### src/cpu_pkg.sv
`default_nettype none
// ----------------------------------------
// cpu_pkg
// widths, opcodes, instruction word union
// and decoded control struct for the core
// ----------------------------------------

package cpu_pkg;

    localparam int word_w     = 32;   // data and instruction width
    localparam int reg_addr_w = 3;    // register index width
    localparam int reg_count  = 8;    // r0..r7
    localparam int opcode_w   = 7;    // instr[31:25]
    localparam int imm_w      = 16;   // instr[15:0]

    // opcode encodings at instr[31:25]
    localparam logic [opcode_w-1:0] op_mov  = 7'b0000000;
    localparam logic [opcode_w-1:0] op_movt = 7'b0000001;
    localparam logic [opcode_w-1:0] op_clr  = 7'b0000010;
    localparam logic [opcode_w-1:0] op_set  = 7'b0000011;
    localparam logic [opcode_w-1:0] op_add  = 7'b0010001;  // immediate forms
    localparam logic [opcode_w-1:0] op_sub  = 7'b0010010;
    localparam logic [opcode_w-1:0] op_and  = 7'b0010011;
    localparam logic [opcode_w-1:0] op_or   = 7'b0010100;
    localparam logic [opcode_w-1:0] op_xor  = 7'b0010101;
    localparam logic [opcode_w-1:0] op_add2 = 7'b0110001;  // register forms
    localparam logic [opcode_w-1:0] op_sub2 = 7'b0110010;
    localparam logic [opcode_w-1:0] op_and2 = 7'b0110011;
    localparam logic [opcode_w-1:0] op_or2  = 7'b0110100;
    localparam logic [opcode_w-1:0] op_xor2 = 7'b0110101;
    localparam logic [opcode_w-1:0] op_not  = 7'b0110110;
    localparam logic [opcode_w-1:0] op_nop  = 7'b1100100;
    localparam logic [opcode_w-1:0] op_halt = 7'b1101000;

    // low three opcode bits (instr[27:25]) pick the alu function
    typedef enum logic [2:0] {
        alu_add = 3'd1,
        alu_sub = 3'd2,
        alu_and = 3'd3,
        alu_or  = 3'd4,
        alu_xor = 3'd5,
        alu_not = 3'd6
    } alu_op_t;

    // write-back source
    typedef enum logic [2:0] {
        wb_alu,
        wb_imm_low,     // mov
        wb_imm_high,    // movt
        wb_zeros,       // clr
        wb_ones         // set
    } wb_sel_t;

    typedef struct packed {
        logic [opcode_w-1:0]   opcode;
        logic [reg_addr_w-1:0] rd;
        logic [reg_addr_w-1:0] rs1;
        logic [2:0]            rsvd;
        logic [imm_w-1:0]      imm;
    } imm_fmt_t;

    typedef struct packed {
        logic [opcode_w-1:0]   opcode;
        logic [reg_addr_w-1:0] rd;
        logic [reg_addr_w-1:0] rs1;
        logic [reg_addr_w-1:0] rs2;
        logic [15:0]           rsvd;
    } reg_fmt_t;

    // one word read either as immediate or register format
    typedef union packed {
        imm_fmt_t imm_fmt;
        reg_fmt_t reg_fmt;
    } instr_t;

    typedef struct packed {
        logic [reg_addr_w-1:0] rs1;
        logic [reg_addr_w-1:0] rs2;
        logic [reg_addr_w-1:0] rd;
        logic                  use_reg_op2;  // picks rs2 value over the zero-extended imm
        alu_op_t               alu_op;
        wb_sel_t               wb_sel;
        logic                  wr_en;        // already qualified by exec_strobe
        logic                  is_halt;      // same
    } ctrl_t;

endpackage

`default_nettype wire

### src/wb_slave_port.sv
`timescale 1ns/1ps
`default_nettype none
// ----------------------------------------
// wb_slave_port
// wishbone classic slave, writes carry an
// instruction, reads return a register;
// also keeps the halt state
// ----------------------------------------

module wb_slave_port (
    input  wire logic                          clk,
    input  wire logic                          arst_n,
    input  wire logic                          cyc,
    input  wire logic                          stb,
    input  wire logic                          we,
    input  wire logic [cpu_pkg::reg_addr_w-1:0] adr,
    input  wire cpu_pkg::instr_t               dat_i,
    input  wire logic                          halt_req,   // halt executed this cycle
    input  wire logic [cpu_pkg::word_w-1:0]    dbg_val,
    output logic                               ack,
    output logic [cpu_pkg::word_w-1:0]         dat_o,
    output cpu_pkg::instr_t                    instr,
    output logic                               exec_strobe,
    output logic [cpu_pkg::reg_addr_w-1:0]     dbg_addr,
    output logic                               halted
);

    typedef enum logic [1:0] {
        st_idle,
        st_execute,     // instruction in flight, rf writes at end of this cycle
        st_respond      // ack cycle
    } state_t;

    state_t state;
    logic   wr_req;
    logic   rd_req;

    assign wr_req = cyc & stb & we;
    assign rd_req = cyc & stb & ~we;

    always_ff @(posedge clk or negedge arst_n) begin
        if (!arst_n) begin
            state <= st_idle;
        end else begin
            case (state)
                st_idle: begin
                    if (wr_req)
                        state <= st_execute;
                    else if (rd_req)
                        state <= st_respond;   // reads skip execute
                end
                st_execute: state <= st_respond;
                st_respond: state <= st_idle;  // master drops stb or starts anew
                default:    state <= st_idle;
            endcase
        end
    end

    // sticky until reset
    always_ff @(posedge clk or negedge arst_n) begin
        if (!arst_n)
            halted <= 1'b0;
        else if (halt_req)
            halted <= 1'b1;
    end

    // bus payload capture
    always_ff @(posedge clk) begin
        if (state == st_idle && wr_req)
            instr <= dat_i;
        if (state == st_idle && rd_req)
            dat_o <= dbg_val;      // dbg_addr follows adr directly
    end

    assign ack         = (state == st_respond);
    assign exec_strobe = (state == st_execute) && !halted;  // no execution once halted
    assign dbg_addr    = adr;

endmodule

`default_nettype wire

### src/instr_decoder.sv
`timescale 1ns/1ps
`default_nettype none
// ----------------------------------------
// instr_decoder
// opcode decode into register addresses,
// operand select and write-back controls
// ----------------------------------------

module instr_decoder (
    input  wire cpu_pkg::instr_t           instr,
    input  wire logic                      exec_strobe,
    output cpu_pkg::ctrl_t                 ctrl,
    output logic [cpu_pkg::imm_w-1:0]      imm
);

    import cpu_pkg::*;

    logic [opcode_w-1:0] opcode;

    assign opcode = instr.reg_fmt.opcode;   // same bits in both formats
    assign imm    = instr.imm_fmt.imm;

    always_comb begin
        // inactive defaults, also what unknown opcodes get
        ctrl.rs1         = instr.reg_fmt.rs1;
        ctrl.rs2         = instr.reg_fmt.rs2;
        ctrl.rd          = instr.reg_fmt.rd;
        ctrl.use_reg_op2 = 1'b0;
        ctrl.alu_op      = alu_add;
        ctrl.wb_sel      = wb_alu;
        ctrl.wr_en       = 1'b0;
        ctrl.is_halt     = 1'b0;

        case (opcode)
            op_mov, op_movt: begin
                // read rd back so the untouched half is kept
                ctrl.rs1    = instr.imm_fmt.rd;
                ctrl.rd     = instr.imm_fmt.rd;
                ctrl.wb_sel = (opcode == op_mov) ? wb_imm_low : wb_imm_high;
                ctrl.wr_en  = exec_strobe;
            end
            op_add, op_sub, op_and, op_or, op_xor: begin
                ctrl.rs1         = instr.imm_fmt.rs1;
                ctrl.rd          = instr.imm_fmt.rd;
                ctrl.use_reg_op2 = 1'b0;                     // op2 = imm
                ctrl.alu_op      = alu_op_t'(opcode[2:0]);   // instr[27:25]
                ctrl.wb_sel      = wb_alu;
                ctrl.wr_en       = exec_strobe;
            end
            op_add2, op_sub2, op_and2, op_or2, op_xor2, op_not: begin
                ctrl.rs1         = instr.reg_fmt.rs1;
                ctrl.rs2         = instr.reg_fmt.rs2;        // ignored by not
                ctrl.rd          = instr.reg_fmt.rd;
                ctrl.use_reg_op2 = 1'b1;
                ctrl.alu_op      = alu_op_t'(opcode[2:0]);
                ctrl.wb_sel      = wb_alu;
                ctrl.wr_en       = exec_strobe;
            end
            op_clr: begin
                ctrl.rd     = instr.imm_fmt.rd;
                ctrl.wb_sel = wb_zeros;
                ctrl.wr_en  = exec_strobe;
            end
            op_set: begin
                ctrl.rd     = instr.imm_fmt.rd;
                ctrl.wb_sel = wb_ones;
                ctrl.wr_en  = exec_strobe;
            end
            op_nop: begin
                ctrl.wr_en = 1'b0;     // acknowledged, nothing else
            end
            op_halt: begin
                ctrl.is_halt = exec_strobe;  // port latches halted
            end
            default: begin
                // dropped or unknown opcodes, no effect
                ctrl.wr_en   = 1'b0;
                ctrl.is_halt = 1'b0;
            end
        endcase
    end

endmodule

`default_nettype wire

### src/reg_file.sv
`timescale 1ns/1ps
`default_nettype none
// ----------------------------------------
// reg_file
// eight 32-bit registers, two operand
// reads, one debug read, one write
// ----------------------------------------

module reg_file (
    input  wire logic                           clk,
    input  wire logic                           arst_n,
    input  wire cpu_pkg::ctrl_t                 ctrl,
    input  wire logic [cpu_pkg::word_w-1:0]     wr_data,
    input  wire logic [cpu_pkg::reg_addr_w-1:0] dbg_addr,
    output logic [cpu_pkg::word_w-1:0]          rs1_val,
    output logic [cpu_pkg::word_w-1:0]          rs2_val,
    output logic [cpu_pkg::word_w-1:0]          dbg_val
);

    import cpu_pkg::*;

    logic [word_w-1:0] regs [reg_count];

    // all registers read zero after reset
    always_ff @(posedge clk or negedge arst_n) begin
        if (!arst_n) begin
            for (int i = 0; i < reg_count; i++)
                regs[i] <= '0;
        end else if (ctrl.wr_en) begin
            regs[ctrl.rd] <= wr_data;
        end
    end

    // combinational reads, old value until the write edge
    assign rs1_val = regs[ctrl.rs1];
    assign rs2_val = regs[ctrl.rs2];
    assign dbg_val = regs[dbg_addr];   // bus read path

endmodule

`default_nettype wire

### src/exec_unit.sv
`timescale 1ns/1ps
`default_nettype none
// ----------------------------------------
// exec_unit
// operand select, alu, and merge of the
// write-back source into wr_data
// ----------------------------------------

module exec_unit (
    input  wire cpu_pkg::ctrl_t               ctrl,
    input  wire logic [cpu_pkg::imm_w-1:0]    imm,
    input  wire logic [cpu_pkg::word_w-1:0]   rs1_val,
    input  wire logic [cpu_pkg::word_w-1:0]   rs2_val,
    output logic [cpu_pkg::word_w-1:0]        wr_data
);

    import cpu_pkg::*;

    logic [word_w-1:0] imm_ext;
    logic [word_w-1:0] op2;
    logic [word_w-1:0] alu_result;

    assign imm_ext = {{(word_w-imm_w){1'b0}}, imm};    // zero extend, no sign
    assign op2     = ctrl.use_reg_op2 ? rs2_val : imm_ext;

    always_comb begin
        case (ctrl.alu_op)
            alu_add: alu_result = rs1_val + op2;
            alu_sub: alu_result = rs1_val - op2;  // wraps at 32 bits
            alu_and: alu_result = rs1_val & op2;
            alu_or:  alu_result = rs1_val | op2;
            alu_xor: alu_result = rs1_val ^ op2;
            alu_not: alu_result = ~rs1_val;       // op2 unused
            default: alu_result = '0;
        endcase
    end

    // rs1 carries rd for mov/movt, so the kept half is the old value
    always_comb begin
        case (ctrl.wb_sel)
            wb_alu:      wr_data = alu_result;
            wb_imm_low:  wr_data = {rs1_val[word_w-1:imm_w], imm};
            wb_imm_high: wr_data = {imm, rs1_val[imm_w-1:0]};
            wb_zeros:    wr_data = '0;
            wb_ones:     wr_data = '1;
            default:     wr_data = alu_result;
        endcase
    end

endmodule

`default_nettype wire

### src/mini_core.sv
`timescale 1ns/1ps
`default_nettype none
// ----------------------------------------
// mini_core
// single-cycle register machine behind a
// wishbone classic slave port
// ----------------------------------------

module mini_core (
    input  wire logic                           clk,
    input  wire logic                           arst_n,
    input  wire logic                           cyc,
    input  wire logic                           stb,
    input  wire logic                           we,
    input  wire logic [cpu_pkg::reg_addr_w-1:0] adr,
    input  wire logic [cpu_pkg::word_w-1:0]     dat_i,
    output logic                                ack,
    output logic [cpu_pkg::word_w-1:0]          dat_o,
    output logic                                halted
);

    import cpu_pkg::*;

    instr_t                instr;        // registered instruction
    logic                  exec_strobe;
    logic [reg_addr_w-1:0] dbg_addr;
    logic [word_w-1:0]     dbg_val;
    ctrl_t                 ctrl;
    logic [imm_w-1:0]      imm;
    logic [word_w-1:0]     rs1_val;
    logic [word_w-1:0]     rs2_val;
    logic [word_w-1:0]     wr_data;

    wb_slave_port u_port (
        .clk         (clk),
        .arst_n      (arst_n),
        .cyc         (cyc),
        .stb         (stb),
        .we          (we),
        .adr         (adr),
        .dat_i       (dat_i),         // bus word taken as instruction
        .halt_req    (ctrl.is_halt),
        .dbg_val     (dbg_val),
        .ack         (ack),
        .dat_o       (dat_o),
        .instr       (instr),
        .exec_strobe (exec_strobe),
        .dbg_addr    (dbg_addr),
        .halted      (halted)
    );

    instr_decoder u_dec (
        .instr       (instr),
        .exec_strobe (exec_strobe),
        .ctrl        (ctrl),
        .imm         (imm)
    );

    reg_file u_rf (
        .clk      (clk),
        .arst_n   (arst_n),
        .ctrl     (ctrl),
        .wr_data  (wr_data),
        .dbg_addr (dbg_addr),
        .rs1_val  (rs1_val),
        .rs2_val  (rs2_val),
        .dbg_val  (dbg_val)
    );

    exec_unit u_exec (
        .ctrl    (ctrl),
        .imm     (imm),
        .rs1_val (rs1_val),
        .rs2_val (rs2_val),
        .wr_data (wr_data)
    );

endmodule

`default_nettype wire

### config.mk
export PLATFORM = sky130hd
export DESIGN_NAME = mini_core
export DESIGN_NICKNAME = d
export VERILOG_FILES = /design/src/cpu_pkg.sv /design/src/wb_slave_port.sv /design/src/instr_decoder.sv /design/src/reg_file.sv /design/src/exec_unit.sv /design/src/mini_core.sv
export SDC_FILE = /design/constraint.sdc
export NUM_CORES = 1
export LEC_CHECK = 0
export ABC_CLOCK_PERIOD_IN_PS = 8300
export BUFFER_PORTS_ARGS = -buffer_cell sky130_fd_sc_hd__clkbuf_2
export CAP_MARGIN = 20
export CORE_ASPECT_RATIO = 0.9
export CORE_MARGIN = 3
export CORE_UTILIZATION = 55
export DETAILED_ROUTE_END_ITERATION = 6
export PLACE_DENSITY = 0.73
export REMOVE_ABC_BUFFERS = 1
export SETUP_SLACK_MARGIN = 0.2
export SLEW_MARGIN = 10
export SYNTH_ARGS = -nofsm -noshare
export SYNTH_HDL_FRONTEND = slang
export SYNTH_SLANG_ARGS = --single-unit
### constraint.sdc
create_clock -name clk -period 8.3 [get_ports clk]
set_clock_uncertainty 0.15 [all_clocks]
set_input_delay 0 -clock clk [delete_from_list [all_inputs] [get_ports clk]]
set_output_delay 0 -clock clk [all_outputs]
set_load 0.005 [all_outputs]
# Yosys cells after proc, flatten, opt, wreduce, memory -nomap -nowiden
# Cells that the tools add are included.
[word_totals]
out_inout_bits = 34
register_bits = 323
inputBits = 40
wordCells = 94
[classes]
n_reduce_logical = 11
mux = 24
add_sub_neg = 2
bitwise = 12
n_lt_le_gt_ge = 5
n_eq_ne = 28
[op_table]
columns = ["op", "count"]
rows = [
  ["32-bit binary-select mux with 3-bit select", 3],
  ["256-bit bitwise mux", 1],
  ["32-bit 2-to-1 mux", 8],
  ["32-bit one-hot mux with 6 select lines", 1],
  ["32-bit one-hot mux with 4 select lines", 1],
  ["32-bit demux with 3-bit select", 1],
  ["7-bit by 6-bit == test with 1-bit output, second input constant", 6],
  ["7-bit by 5-bit == test with 1-bit output, second input constant", 5],
  ["32-bit adder", 1],
  ["32-bit bitwise AND", 1],
  ["32-bit inverter", 1],
  ["32-bit bitwise OR", 1],
  ["32-bit subtractor", 1],
  ["32-bit bitwise XOR", 1],
  ["4-bit greater-or-equal comparator, second input constant", 4],
  ["3-bit inverter with 4-bit output", 4],
  ["15-bit OR reduction", 1],
  ["7-bit by 2-bit == test with 1-bit output, second input constant", 2],
  ["3-bit by 2-bit == test with 1-bit output, second input constant", 4],
  ["3-bit == test, second input constant", 4],
  ["3-bit one-hot mux with 3 select lines", 1],
  ["4-bit one-hot mux with 2 select lines", 1],
  ["7-bit by 1-bit == test with 1-bit output, second input constant", 1],
  ["7-bit == test, second input constant", 1],
  ["other kinds (18)", 27],
]

# Logic depth before layout (Yosys ltp)
# Gate-level depths: netlist of the first run.
[logic_depth]
depth_word = 11
mapped_depth = 31
depth_no_buf = 25

# Modules after synthesis
# A second synthesis of the first run with hierarchy kept.
[unflattened]
hier_cells = 1796
hier_area_um2 = 23551.3
[modules_own_cells]
columns = ["module", "seq_area_each_um2", "cells_each", "area_each_um2", "n_inst"]
rows = [
  ["reg_file", 6406.1, 893, 15798.9, 1],
  ["exec_unit", 0.0, 770, 5261.3, 1],
  ["wb_slave_port", 1996.9, 79, 2079.5, 1],
  ["instr_decoder", 0.0, 54, 411.6, 1],
]

# Worst setup path after synthesis of the first run
# Ideal clock, no wire load.
[synth_path]
path_kind = "reg2reg"
startpoint = "reg u_port.instr[31] (netlist name)"
endpoint = "reg u_rf.regs[29] (netlist name)"
path_stages_with_launch = 32
arrival_ns = 5.515
path_slack_ns = 2.511
required_ns = 8.025
period_less_slack_ns = 5.789
path_buffers = 6
setup_ns = 0.125
path_cell_list = "edfxtp_1 or3b_1 buf_2 or3_1 buf_6 buf_4 buf_2 clkbuf_1 nand2_1 o21ai_0 inv_1 ha_1 and4_1 nand2_1 a21oi_2 nand3_1 nor2_1 nor2_1 xnor2_1 ha_1 clkbuf_1 a21o_1 a21o_1 a21oi_1 nor2b_1 o21a_1 nor2_1 o21ai_0 a31oi_2 xnor2_1 a211o_1 mux2_2"
[synth_via]
elab_chain_cells = 11
elab_cells_between_ends = 48
classes_between = "add/sub (2); eq/ne (24); mux (12); bitwise (5); reduce/logical (5)"
[synth_rtl]
columns = ["element", "line", "text"]
rows = [
  ["start: declaration", "wb_slave_port.sv:22", "output cpu_pkg::instr_t instr,"],
  ["start signal: assignment", "wb_slave_port.sv:70", "instr <= dat_i;"],
  ["7-bit by 1-bit == test with 1-bit output / 7-bit logical NOT (equally long branches)", "instr_decoder.sv:34, instr_decoder.sv:39", ""],
  ["2-bit OR reduction", "n/a", ""],
  ["3-bit 2-to-1 mux", "instr_decoder.sv:34", "case (opcode)"],
  ["3-bit inverter with 4-bit output (implied by the code)", "reg_file.sv:35", "assign rs1_val = regs[ctrl.rs1];"],
  ["32-bit binary-select mux with 3-bit select", "reg_file.sv:35", ""],
  ["32-bit 2-to-1 mux (implied by the code) (2 in a row)", "reg_file.sv:35", ""],
  ["32-bit subtractor, or another cell as far along", "exec_unit.sv:29", "alu_sub: alu_result = rs1_val - op2;"],
  ["32-bit one-hot mux with 6 select lines", "exec_unit.sv:27", "case (ctrl.alu_op)"],
  ["32-bit one-hot mux with 4 select lines", "exec_unit.sv:40", "case (ctrl.wb_sel)"],
  ["256-bit bitwise mux", "reg_file.sv:30", "regs[ctrl.rd] <= wr_data;"],
  ["end signal: indexed assignment", "reg_file.sv:30", ""],
  ["end: declaration", "reg_file.sv:22", "logic [word_w-1:0] regs [reg_count];"],
]
# Several ways; a longest one is shown, not always the timed one. The select of a mux whose other input is x is not followed.
# A chain may end at the register's enable or synchronous reset.

# Worst setup path in the final report of the first run
[layout_path]
startpoint = "reg u_port.instr[27] (netlist name)"
endpoint = "reg u_rf.regs[26] (netlist name)"
# The elaborated chain is that of the path after synthesis.

==> results_dict.tcl, run 1 <==
set metrics [dict create \
    crit_type "flip-flop to flip-flop" \
    timing_worst_slew_pin_value_ns 1.14 \
    reg2regPathDepth 19 \
    grt_first_pass_wirelength_mm 116 \
    met1_usage_pct 44.7 \
    p_leak_uw 0.0110 \
    yosysTopAreaCellShare_pct 27.8 \
    tritoncts "yes" \
    num_rows 70 \
    die-area_um2 45000 \
    synth_edf_count 64 \
    drive_gt1_share_pct 20.6 \
    die_h_um 201 \
    place_area_um2 24100 \
    whs_ns -0.0582 \
    synth_area_leaders "dfrtp_1, mux4_2, edfxtp_1" \
    cts_inserted_buffers 36 \
    worst_setup_path_end_kind "flip-flop" \
    drtIter0Drc 2485 \
    total_power_uw 3870 \
    area_growth_syn_to_layout_pct 11.4 \
    drv_slew 0 \
    setup_viol 0 \
    clk_latency_ns 0.58 \
    gp_congestion 1.00 \
    crit_family "compound AO/OA/AOI/OAI gates" \
    critPathMaxStageDelay_ns 0.75 \
    yosys_warnings 0 \
    regToRegStartpoint "u_port.instr[27]" \
    dp_hpwl_mm 48.6 \
    yosys.area.top_type "dfrtp_1" \
    seq_area_um2 8400 \
    cts.repair.resized 0 \
    path_cells "or3_1 > o21ai_1 > and2_4 > nand2_1 > nand3_1 > o21ai_0 > o21ai_0 > ha_1 > a21oi_1 > o21ai_0 > nand3_1 > nand3_1 > o21ai_0 > a21oi_1 > o31ai_1 > a21oi_1 > or3_1 > a31oi_1 > o31ai_1" \
    wirelength_mm 74.7 \
    start_kind "flip-flop" \
    grt_antenna_before_repair 0 \
    synth.avg_cell_area_um2 9.54 \
    finalNonFillerCells 3063 \
    drt_pass1_iterations 7 \
    max-vdd-ir-drop_uv 278 \
    ys_seq_elements 323 \
    htreeDepth 2 \
    cts_root_buf "clkbuf_16" \
    critPathMaxFanout 52 \
    core-area_um2 41300 \
    grt_use_total_pct 32.9 \
    path_clk_slew_ns 0.07 \
    drv_cap 0 \
    rrSetupSlack_ns 1.12 \
    yosysSeqAreaShare_pct 36.0 \
    critPathBufInv 0 \
    postRouteAntennaNets 0 \
    dp.cells 2927 \
    fmax_mhz 139 \
    async_reset_ff_share_pct 80.2 \
    syn_area_um2 23400 \
    max_slew_margin_pct 23.7 \
    cp.required_ns 8.55 \
    syn_inst 2447 \
    viasPerCell 6.71 \
    hold_class "primary input to async pin" \
    nFillCells 3388 \
    vias 20600 \
    crit_top_cell "o21ai_0" \
    fin_nets 2632 \
    grt_overflow 0 \
    power_density_nw_per_um2 149 \
    violations "design-rule violations, negative hold slack" \
    slowest_stage "o21ai_1" \
    final_common_cell "nand2_1" \
    fin_tns_setup_ns 0 \
    grt_max_degree 139 \
    fin_crit_ns 7.18 \
    gr-usage-met3_pct 7.28 \
    fin_area_um2 26000 \
    dieWidth_um 223 \
    n_antenna_cell 0 \
    initial_core_util_pct 56.6 \
    use_met2_pct 51.6 \
    ios 74 \
    grt_pass1_vias 20600 \
    port_buffers 73 \
    multi_input_area_um2 13900 \
    rr_endpoint "u_rf.regs[26]" \
    cts_buffer_depth 3 \
    finalHoldViolations 18 \
    drc_errors 4 \
    crit_arrival_ns 7.43 \
    outcome "finished with violations" \
    yosys.cell_types.count 85 \
    avgRoutedWirePerCell_um 24.4 \
    fin_crit_sh_pct 86.5 \
    busiest_layer "met2" \
    final_cell_mix "nand2_1, dfrtp_1, o21ai_0" \
    cts_sinks 323 \
    rsz0062_at_grt "no" \
    synth_ff_type "dfrtp_1" \
]
-- cell type report --
type	instances	area share, %
clock buffer	49	4.04
inverter	79	1.14
tap	540	2.60
timing repair buffer	192	5.76
multi-input combinational	1863	53.6
clock inverter	17	0.615
sequential	323	32.3
-- metrics by stage --
| step | utilization, % | setup slack, ns |
|---|---|---|
| final | 63.1 | 1.12 |
| after global routing | 63.1 | 0.561 |
| after CTS | 63.0 | 1.03 |
| after detailed placement | 58.4 | 1.11 |
| after global placement | 58.4 | 1.46 |
| after floorplan | - | 1.09 |
-- routing by layer --
metal / vias to the layer above / routed length (um)
met4: 0 / 2760
met1: 10100 / 29700
met3: 196 / 7530
li1: 9042 / -
met2: 1216 / 34700
met5: - / 0
-- cell usage after synthesis (13+ instances only) --
library cell / number
o31ai_1: 28
mux4_2: 128
o211ai_1: 14
mux2_2: 149
nand4_1: 13
o21a_1: 14
mux2i_1: 36
dfrtp_1: 259
a21oi_1: 134
inv_1: 78
clkbuf_1: 112
buf_1: 23
nor3_1: 24
a211oi_1: 23
nand2_1: 392
nor2_1: 184
or3_1: 14
a31oi_1: 24
ha_1: 96
xnor2_1: 45
and3_1: 17
edfxtp_1: 64
a21o_1: 25
buf_2: 31
nand3_1: 117
o21ai_0: 202
-- where the power goes --
part | internal, uW | switching [uW] | total (uW)
sequential | 1670 | 54.3 | 1720
clock | 960 | 701 | 1660
combinational | 194 | 291 | 484
-- flip-flops by register name, indices dropped and copies added (netlist names) --
register and count:
u_port.halted 1, u_port.dat_o 32, u_port.instr 32, u_rf.regs 256, u_port.state 2
-- how the worst max path moves through the flow --
stage | from | endpoint | slack (ns) | cells past startpoint
after floorplan | u_port.instr[26] | u_rf.regs[254] | 1.09 | 15
after global placement | u_port.instr[27] | u_rf.regs[94] | 1.46 | 19
after detailed placement | u_port.instr[27] | u_rf.regs[254] | 1.11 | 19
after CTS | u_port.instr[27] | u_rf.regs[254] | 1.03 | 19
after global routing | u_port.instr[27] | u_rf.regs[24] | 0.56 | 19
final | u_port.instr[27] | u_rf.regs[26] | 1.12 | 19
-- what timing repair did --
action / CTS / global route
endpoints found under the hold margin: 187 / 0
buffers inserted: 0 / 0
hold buffers: 67 / 0
-- kinds of logic after synthesis --
family                     synth area share (%)
AOI/OAI and AO/OA                          15.6
xor gates and xnor gates                   1.95
adders and majority gates                  5.23
buffers and inverters                      4.75
DFF                                        36.0
muxes                                      21.2
and+or+nand+nor                            15.2
Note: power is estimated with default switching activity, not from simulation.
==> inputs of run 2 (changes only) <==
==> constraint.sdc (replaced) <==
create_clock -name clk -period 8.3 [get_ports clk]
set_clock_uncertainty 0.15 [all_clocks]
set_input_delay 1.66 -clock clk [delete_from_list [all_inputs] [get_ports clk]]
set_output_delay 1.66 -clock clk [all_outputs]
set_load 0.005 [all_outputs]
==> run 2 against run 1 <==
The run now ends clean. Count of clock-buffer cells in the layout is the same. First-iteration DRC count shrank 1.2%. Cell count shrank 2.2%. Combinational power shrank 5.8%. Power shrank 1.0%. Largest cell class unchanged. Clock power is essentially flat. Routed wire length shrank 2.8%. Worst hold slack gained 0.44 ns. Sequential power is essentially flat. Die area is the same. Sequential share of layout area grew 0.83 points.
==> results_dict.tcl, run 2 (synthesized netlist as in run 1, its figures left out) <==
set metrics [dict create \
    grt_use_total_pct 32.1 \
    max_slew_margin_pct 22.9 \
    met3WireLength_mm 7.18 \
    cts.repair.resized 0 \
    path_clk_slew_ns 0.07 \
    top_layer "met4" \
    setup_slack_ns 1.19 \
    dieWidth_um 223 \
    wirelength_mm 72.7 \
    post-cts-setup-buffers 0 \
    power_switching_uw 1030 \
    cts_buffer_depth 3 \
    p_int_uw 2800 \
    drtIter0Drc 2455 \
    dp_hpwl_mm 48.6 \
    fin_crit_sh_pct 85.7 \
    avgRoutedWirePerCell_um 24.2 \
    hold_class "flip-flop to flip-flop" \
    cp.required_ns 8.62 \
    drive_gt1_share_pct 21.2 \
    fin_nets 2566 \
    postRouteAntennaNets 0 \
    gp_congestion 1.00 \
    clkPwrFrac_pct 43.1 \
    crit_family "compound AO/OA/AOI/OAI gates" \
    place_ws_ns 1.11 \
    n_antenna_cell 0 \
    vias 20100 \
    htreeDepth 2 \
    grt_overflow 0 \
    finalHoldViolations 0 \
    power_density_nw_per_um2 151 \
    die-area_um2 45000 \
    place_area_um2 24100 \
    fmax_mhz 141 \
    postCtsHoldBufs 0 \
    tritoncts "yes" \
    worst_setup_path_end_kind "flip-flop" \
    ios 74 \
    cts_root_buf "clkbuf_16" \
    wl_met2_mm 33.3 \
    drt_pass1_iterations 6 \
    grt_first_pass_wirelength_mm 113 \
    slowest_stage "o21ai_1" \
    viasPerCell 6.72 \
    drv_cap 0 \
    port_buffers 73 \
    final_common_cell "nand2_1" \
    p_leak_uw 0.0108 \
    grt_pass1_vias 20000 \
    switching_share_pct 26.8 \
    max-vdd-ir-drop_uv 278 \
    area_growth_syn_to_layout_pct 8.65 \
    final_cell_mix "nand2_1, dfrtp_1, o21ai_0" \
    start_kind "flip-flop" \
    wl_met1_mm 29.6 \
    grt_antenna_before_repair 0 \
    rsz0062_at_grt "no" \
    critPathMaxStageDelay_ns 0.76 \
    largestRegisters "u_rf.regs (256), u_port.dat_o (32), u_port.instr (32)" \
    core-area_um2 41300 \
    num_rows 70 \
    cts_sinks 323 \
    clk_latency_ns 0.57 \
    grt_max_degree 139 \
    seq_power_share_pct 45.0 \
    outcome "completed" \
    critPathBufInv 1 \
    critPathMaxFanout 52 \
    combPwrFrac_pct 11.9 \
    die_h_um 201 \
    fin_area_um2 25400 \
    largest_reg_flops 256 \
    drv_slew 0 \
    fin_crit_ns 7.11 \
    setup_viol 0 \
    crit_arrival_ns 7.44 \
    cts_inserted_buffers 36 \
    timing_worst_slew_pin_value_ns 1.16 \
    path_cells "or3_1 > o21ai_1 > and2_4 > buf_4 > nand2_1 > nand3_1 > o21ai_0 > o21ai_0 > ha_1 > a21boi_0 > o21ai_0 > a211oi_1 > o2bb2ai_2 > o31ai_2 > mux2_2 > a211oi_1 > nor2_2 > a21oi_1" \
    drc_errors 0 \
    fin_tns_setup_ns 0 \
    largest_register "u_rf.regs" \
    crit_top_cell "o21ai_0" \
    crit_type "flip-flop to flip-flop" \
    initial_core_util_pct 56.6 \
]
run 2: cell types whose count changed in the layout (fill, tap and decap cells not counted):
| cell | before | now |
|---|---|---|
| dlygate4sd3_1 | 67 | 0 |
| buf_12 | 3 | 4 |
run 2: cell type report:
type | instances | area, um2
Fill cell | 3465 | 15900
Inverter | 79 | 297
Clock inverter | 17 | 160
Clock buffer | 49 | 1050
Multi-Input combinational cell | 1863 | 13900
Tap cell | 540 | 676
Sequential cell | 323 | 8400
Timing Repair Buffer | 126 | 848
run 2: final timing paths:
kind                                  start              to  slack [ns]  cells after the start
setup reg to reg           u_port.instr[27]  u_rf.regs[249]        1.19                     18
hold / removal                u_rf.regs[43]   u_rf.regs[43]        0.38                      2
min in group asynchronous            arst_n   u_rf.regs[45]        1.00                      1
hold reg to reg               u_rf.regs[43]   u_rf.regs[43]        0.38                      2
max in group asynchronous            arst_n  u_rf.regs[102]        5.67                      2
setup / recovery           u_port.instr[27]  u_rf.regs[249]        1.19                     18
run 2: tightest hold or removal path, cell delays in order, from the launching register on:
cell     delay, ns
dfrtp_1       0.38
nand2_1       0.06
o21ai_0       0.06
run 2: stage by stage:
step	hold slack, ns	power [uW]	utilization (%)	instances
finish	0.382	3830	61.5	2997
global route	0.394	3970	61.5	2997
CTS	0.378	3850	61.3	2993
detailed placement	0.366	2200	58.4	2927
global placement	0.350	2180	58.4	2927
floorplan	0.320	2020	-	2265
run 2: power groups by stage:
stage	clock, uW	combinational [uW]	sequential [uW]
final	1650	456	1720
after global placement	0	439	1740
after floorplan	0	277	1740
after detailed placement	0	450	1750
after CTS	1680	452	1720
after global routing	1750	501	1720
run 2: metal layers:
metal / up-vias / track usage [%]
met4: 0 / 12.5
li1: 8912 / -
met1: 9892 / 44.1
met3: 184 / 7.26
met2: 1144 / 49.8
met5: - / 0
==> inputs of run 3 (changes only) <==
- ABC_CLOCK_PERIOD_IN_PS: 8300 -> 7300
- clock period: 8.3 -> 7.3 ns (I/O delays scaled with it)
==> run 3 against run 2 <==
Combinational power increased by 16%. Cell count increased by 1.1%. Sequential power increased by 14%. Critical path depth increased by 2. Die area unchanged.
==> results_dict.tcl, run 3 (synthesized netlist as in run 1, its figures left out) <==
set metrics [dict create \
    outcome "completed" \
    fin_crit_ns 6.58 \
    viasPerCell 6.76 \
    setup_viol 0 \
    grt_pass1_vias 20400 \
    drc_errors 0 \
    max_slew_margin_pct 23.5 \
    wirelength_mm 74.1 \
    p_leak_uw 0.0109 \
    die_h_um 201 \
    rrSetupSlack_ns 0.72 \
    rsz0062_at_grt "no" \
    tritoncts "yes" \
    largest_reg_flops 256 \
    cts_sinks 323 \
    dieWidth_um 223 \
    timing_worst_slew_pin_value_ns 1.14 \
    area_growth_syn_to_layout_pct 9.39 \
    largest_register "u_rf.regs" \
    largestRegisters "u_rf.regs (256), u_port.dat_o (32), u_port.instr (32)" \
    gp_congestion 0.966 \
    critPathMaxFanout 71 \
    fin_nets 2600 \
    worst_setup_path_end_kind "flip-flop" \
    whs_ns 0.377 \
    drv_cap 0 \
    cts.repair.resized 0 \
    grt_use_total_pct 32.5 \
    start_kind "flip-flop" \
    cts_root_buf "clkbuf_16" \
    cts_inserted_buffers 37 \
    grt_antenna_before_repair 0 \
    port_buffers 73 \
    clk_latency_ns 0.57 \
    drv_slew 0 \
    fin_crit_sh_pct 90.2 \
    grt_first_pass_wirelength_mm 116 \
    die-area_um2 45000 \
    ios 74 \
    post-cts-setup-buffers 0 \
    hold_class "flip-flop to flip-flop" \
    power_density_nw_per_um2 169 \
    postCtsHoldBufs 0 \
    path_clk_slew_ns 0.06 \
    cts_buffer_depth 3 \
    finalHoldViolations 0 \
    n_antenna_cell 0 \
    place_area_um2 24300 \
    final_cell_mix "nand2_1, dfrtp_1, o21ai_0" \
    grt_max_degree 151 \
    initial_core_util_pct 56.6 \
    fmax_mhz 152 \
    final_common_cell "nand2_1" \
    fin_area_um2 25500 \
    dp_hpwl_mm 49.9 \
    vias 20500 \
    crit_arrival_ns 6.92 \
    fin_tns_setup_ns 0 \
    num_rows 70 \
    drt_pass1_iterations 6 \
    postRouteAntennaNets 0 \
    max-vdd-ir-drop_uv 182 \
    core-area_um2 41300 \
    crit_type "flip-flop to flip-flop" \
    avgRoutedWirePerCell_um 24.5 \
    grt_overflow 0 \
    htreeDepth 2 \
    drtIter0Drc 2434 \
    cp.required_ns 7.64 \
    drive_gt1_share_pct 21.7 \
]
-- run 3: cell type report --
class	instances	area, um2
clock inverter	12	109
timing repair buffer	159	1090
clock buffer	55	1050
multi-input combinational	1863	13900
inverter	79	297
fill	3373	15700
sequential	323	8400
tap	540	676
-- run 3: per-layer routing --
| layer | vias to the layer above | routed length [um] | track usage, % | part of all wire, % |
|---|---|---|---|---|
| met1 | 10100 | 30100 | 45.9 | 41 |
| met2 | 1209 | 34300 | 50.7 | 46 |
| li1 | 8991 | - | - | - |
| met4 | 0 | 2630 | 13.0 | 3.5 |
| met5 | - | 0 | 0 | 0 |
| met3 | 191 | 7090 | 5.11 | 9.6 |
-- run 3: where the power goes --
group | internal [uW] | switching (uW)
clock | 1060 | 768
combinational | 204 | 324
sequential | 1900 | 60.5
total | 3160 | 1150
-- run 3: critical path, stage by stage, from the launching register on --
cell,delay [ns]
edfxtp_1,0.63
nor3_1,0.20
nand3_1,0.33
buf_4,0.24
and2_4,0.74
nand2_1,0.13
nand3_1,0.11
o21ai_0,0.11
o21ai_0,0.62
ha_1,0.41
inv_1,0.06
o21ai_0,0.18
nand3_1,0.15
nand3_1,0.10
o21ai_0,0.33
a21boi_0,0.14
o21ai_0,0.67
a21oi_1,0.22
mux2i_1,0.17
a32oi_1,0.53
mux2_2,0.29
-- run 3: through the flow --
step | utilization (%) | total power, uW | instances | setup slack [ns]
finish | 61.9 | 4320 | 3031 | 0.717
global placement | 58.8 | 2490 | 2953 | 0.698
detailed placement | 58.8 | 2500 | 2953 | 0.673
CTS | 61.6 | 4320 | 3020 | 0.641
floorplan | - | 2290 | 2265 | 0.0917
global route | 61.9 | 4450 | 3031 | 0.241
-- run 3: worst paths after layout --
check / to / cells past startpoint / from
worst max register to register: u_rf.regs[124] / 20 / u_port.instr[27]
worst min register to register: u_rf.regs[81] / 2 / u_rf.regs[81]
min in group asynchronous: u_rf.regs[26] / 1 / arst_n
max in group asynchronous: u_rf.regs[52] / 2 / arst_n
worst min-delay path: u_rf.regs[81] / 2 / u_rf.regs[81]
worst max-delay path: u_rf.regs[124] / 20 / u_port.instr[27]
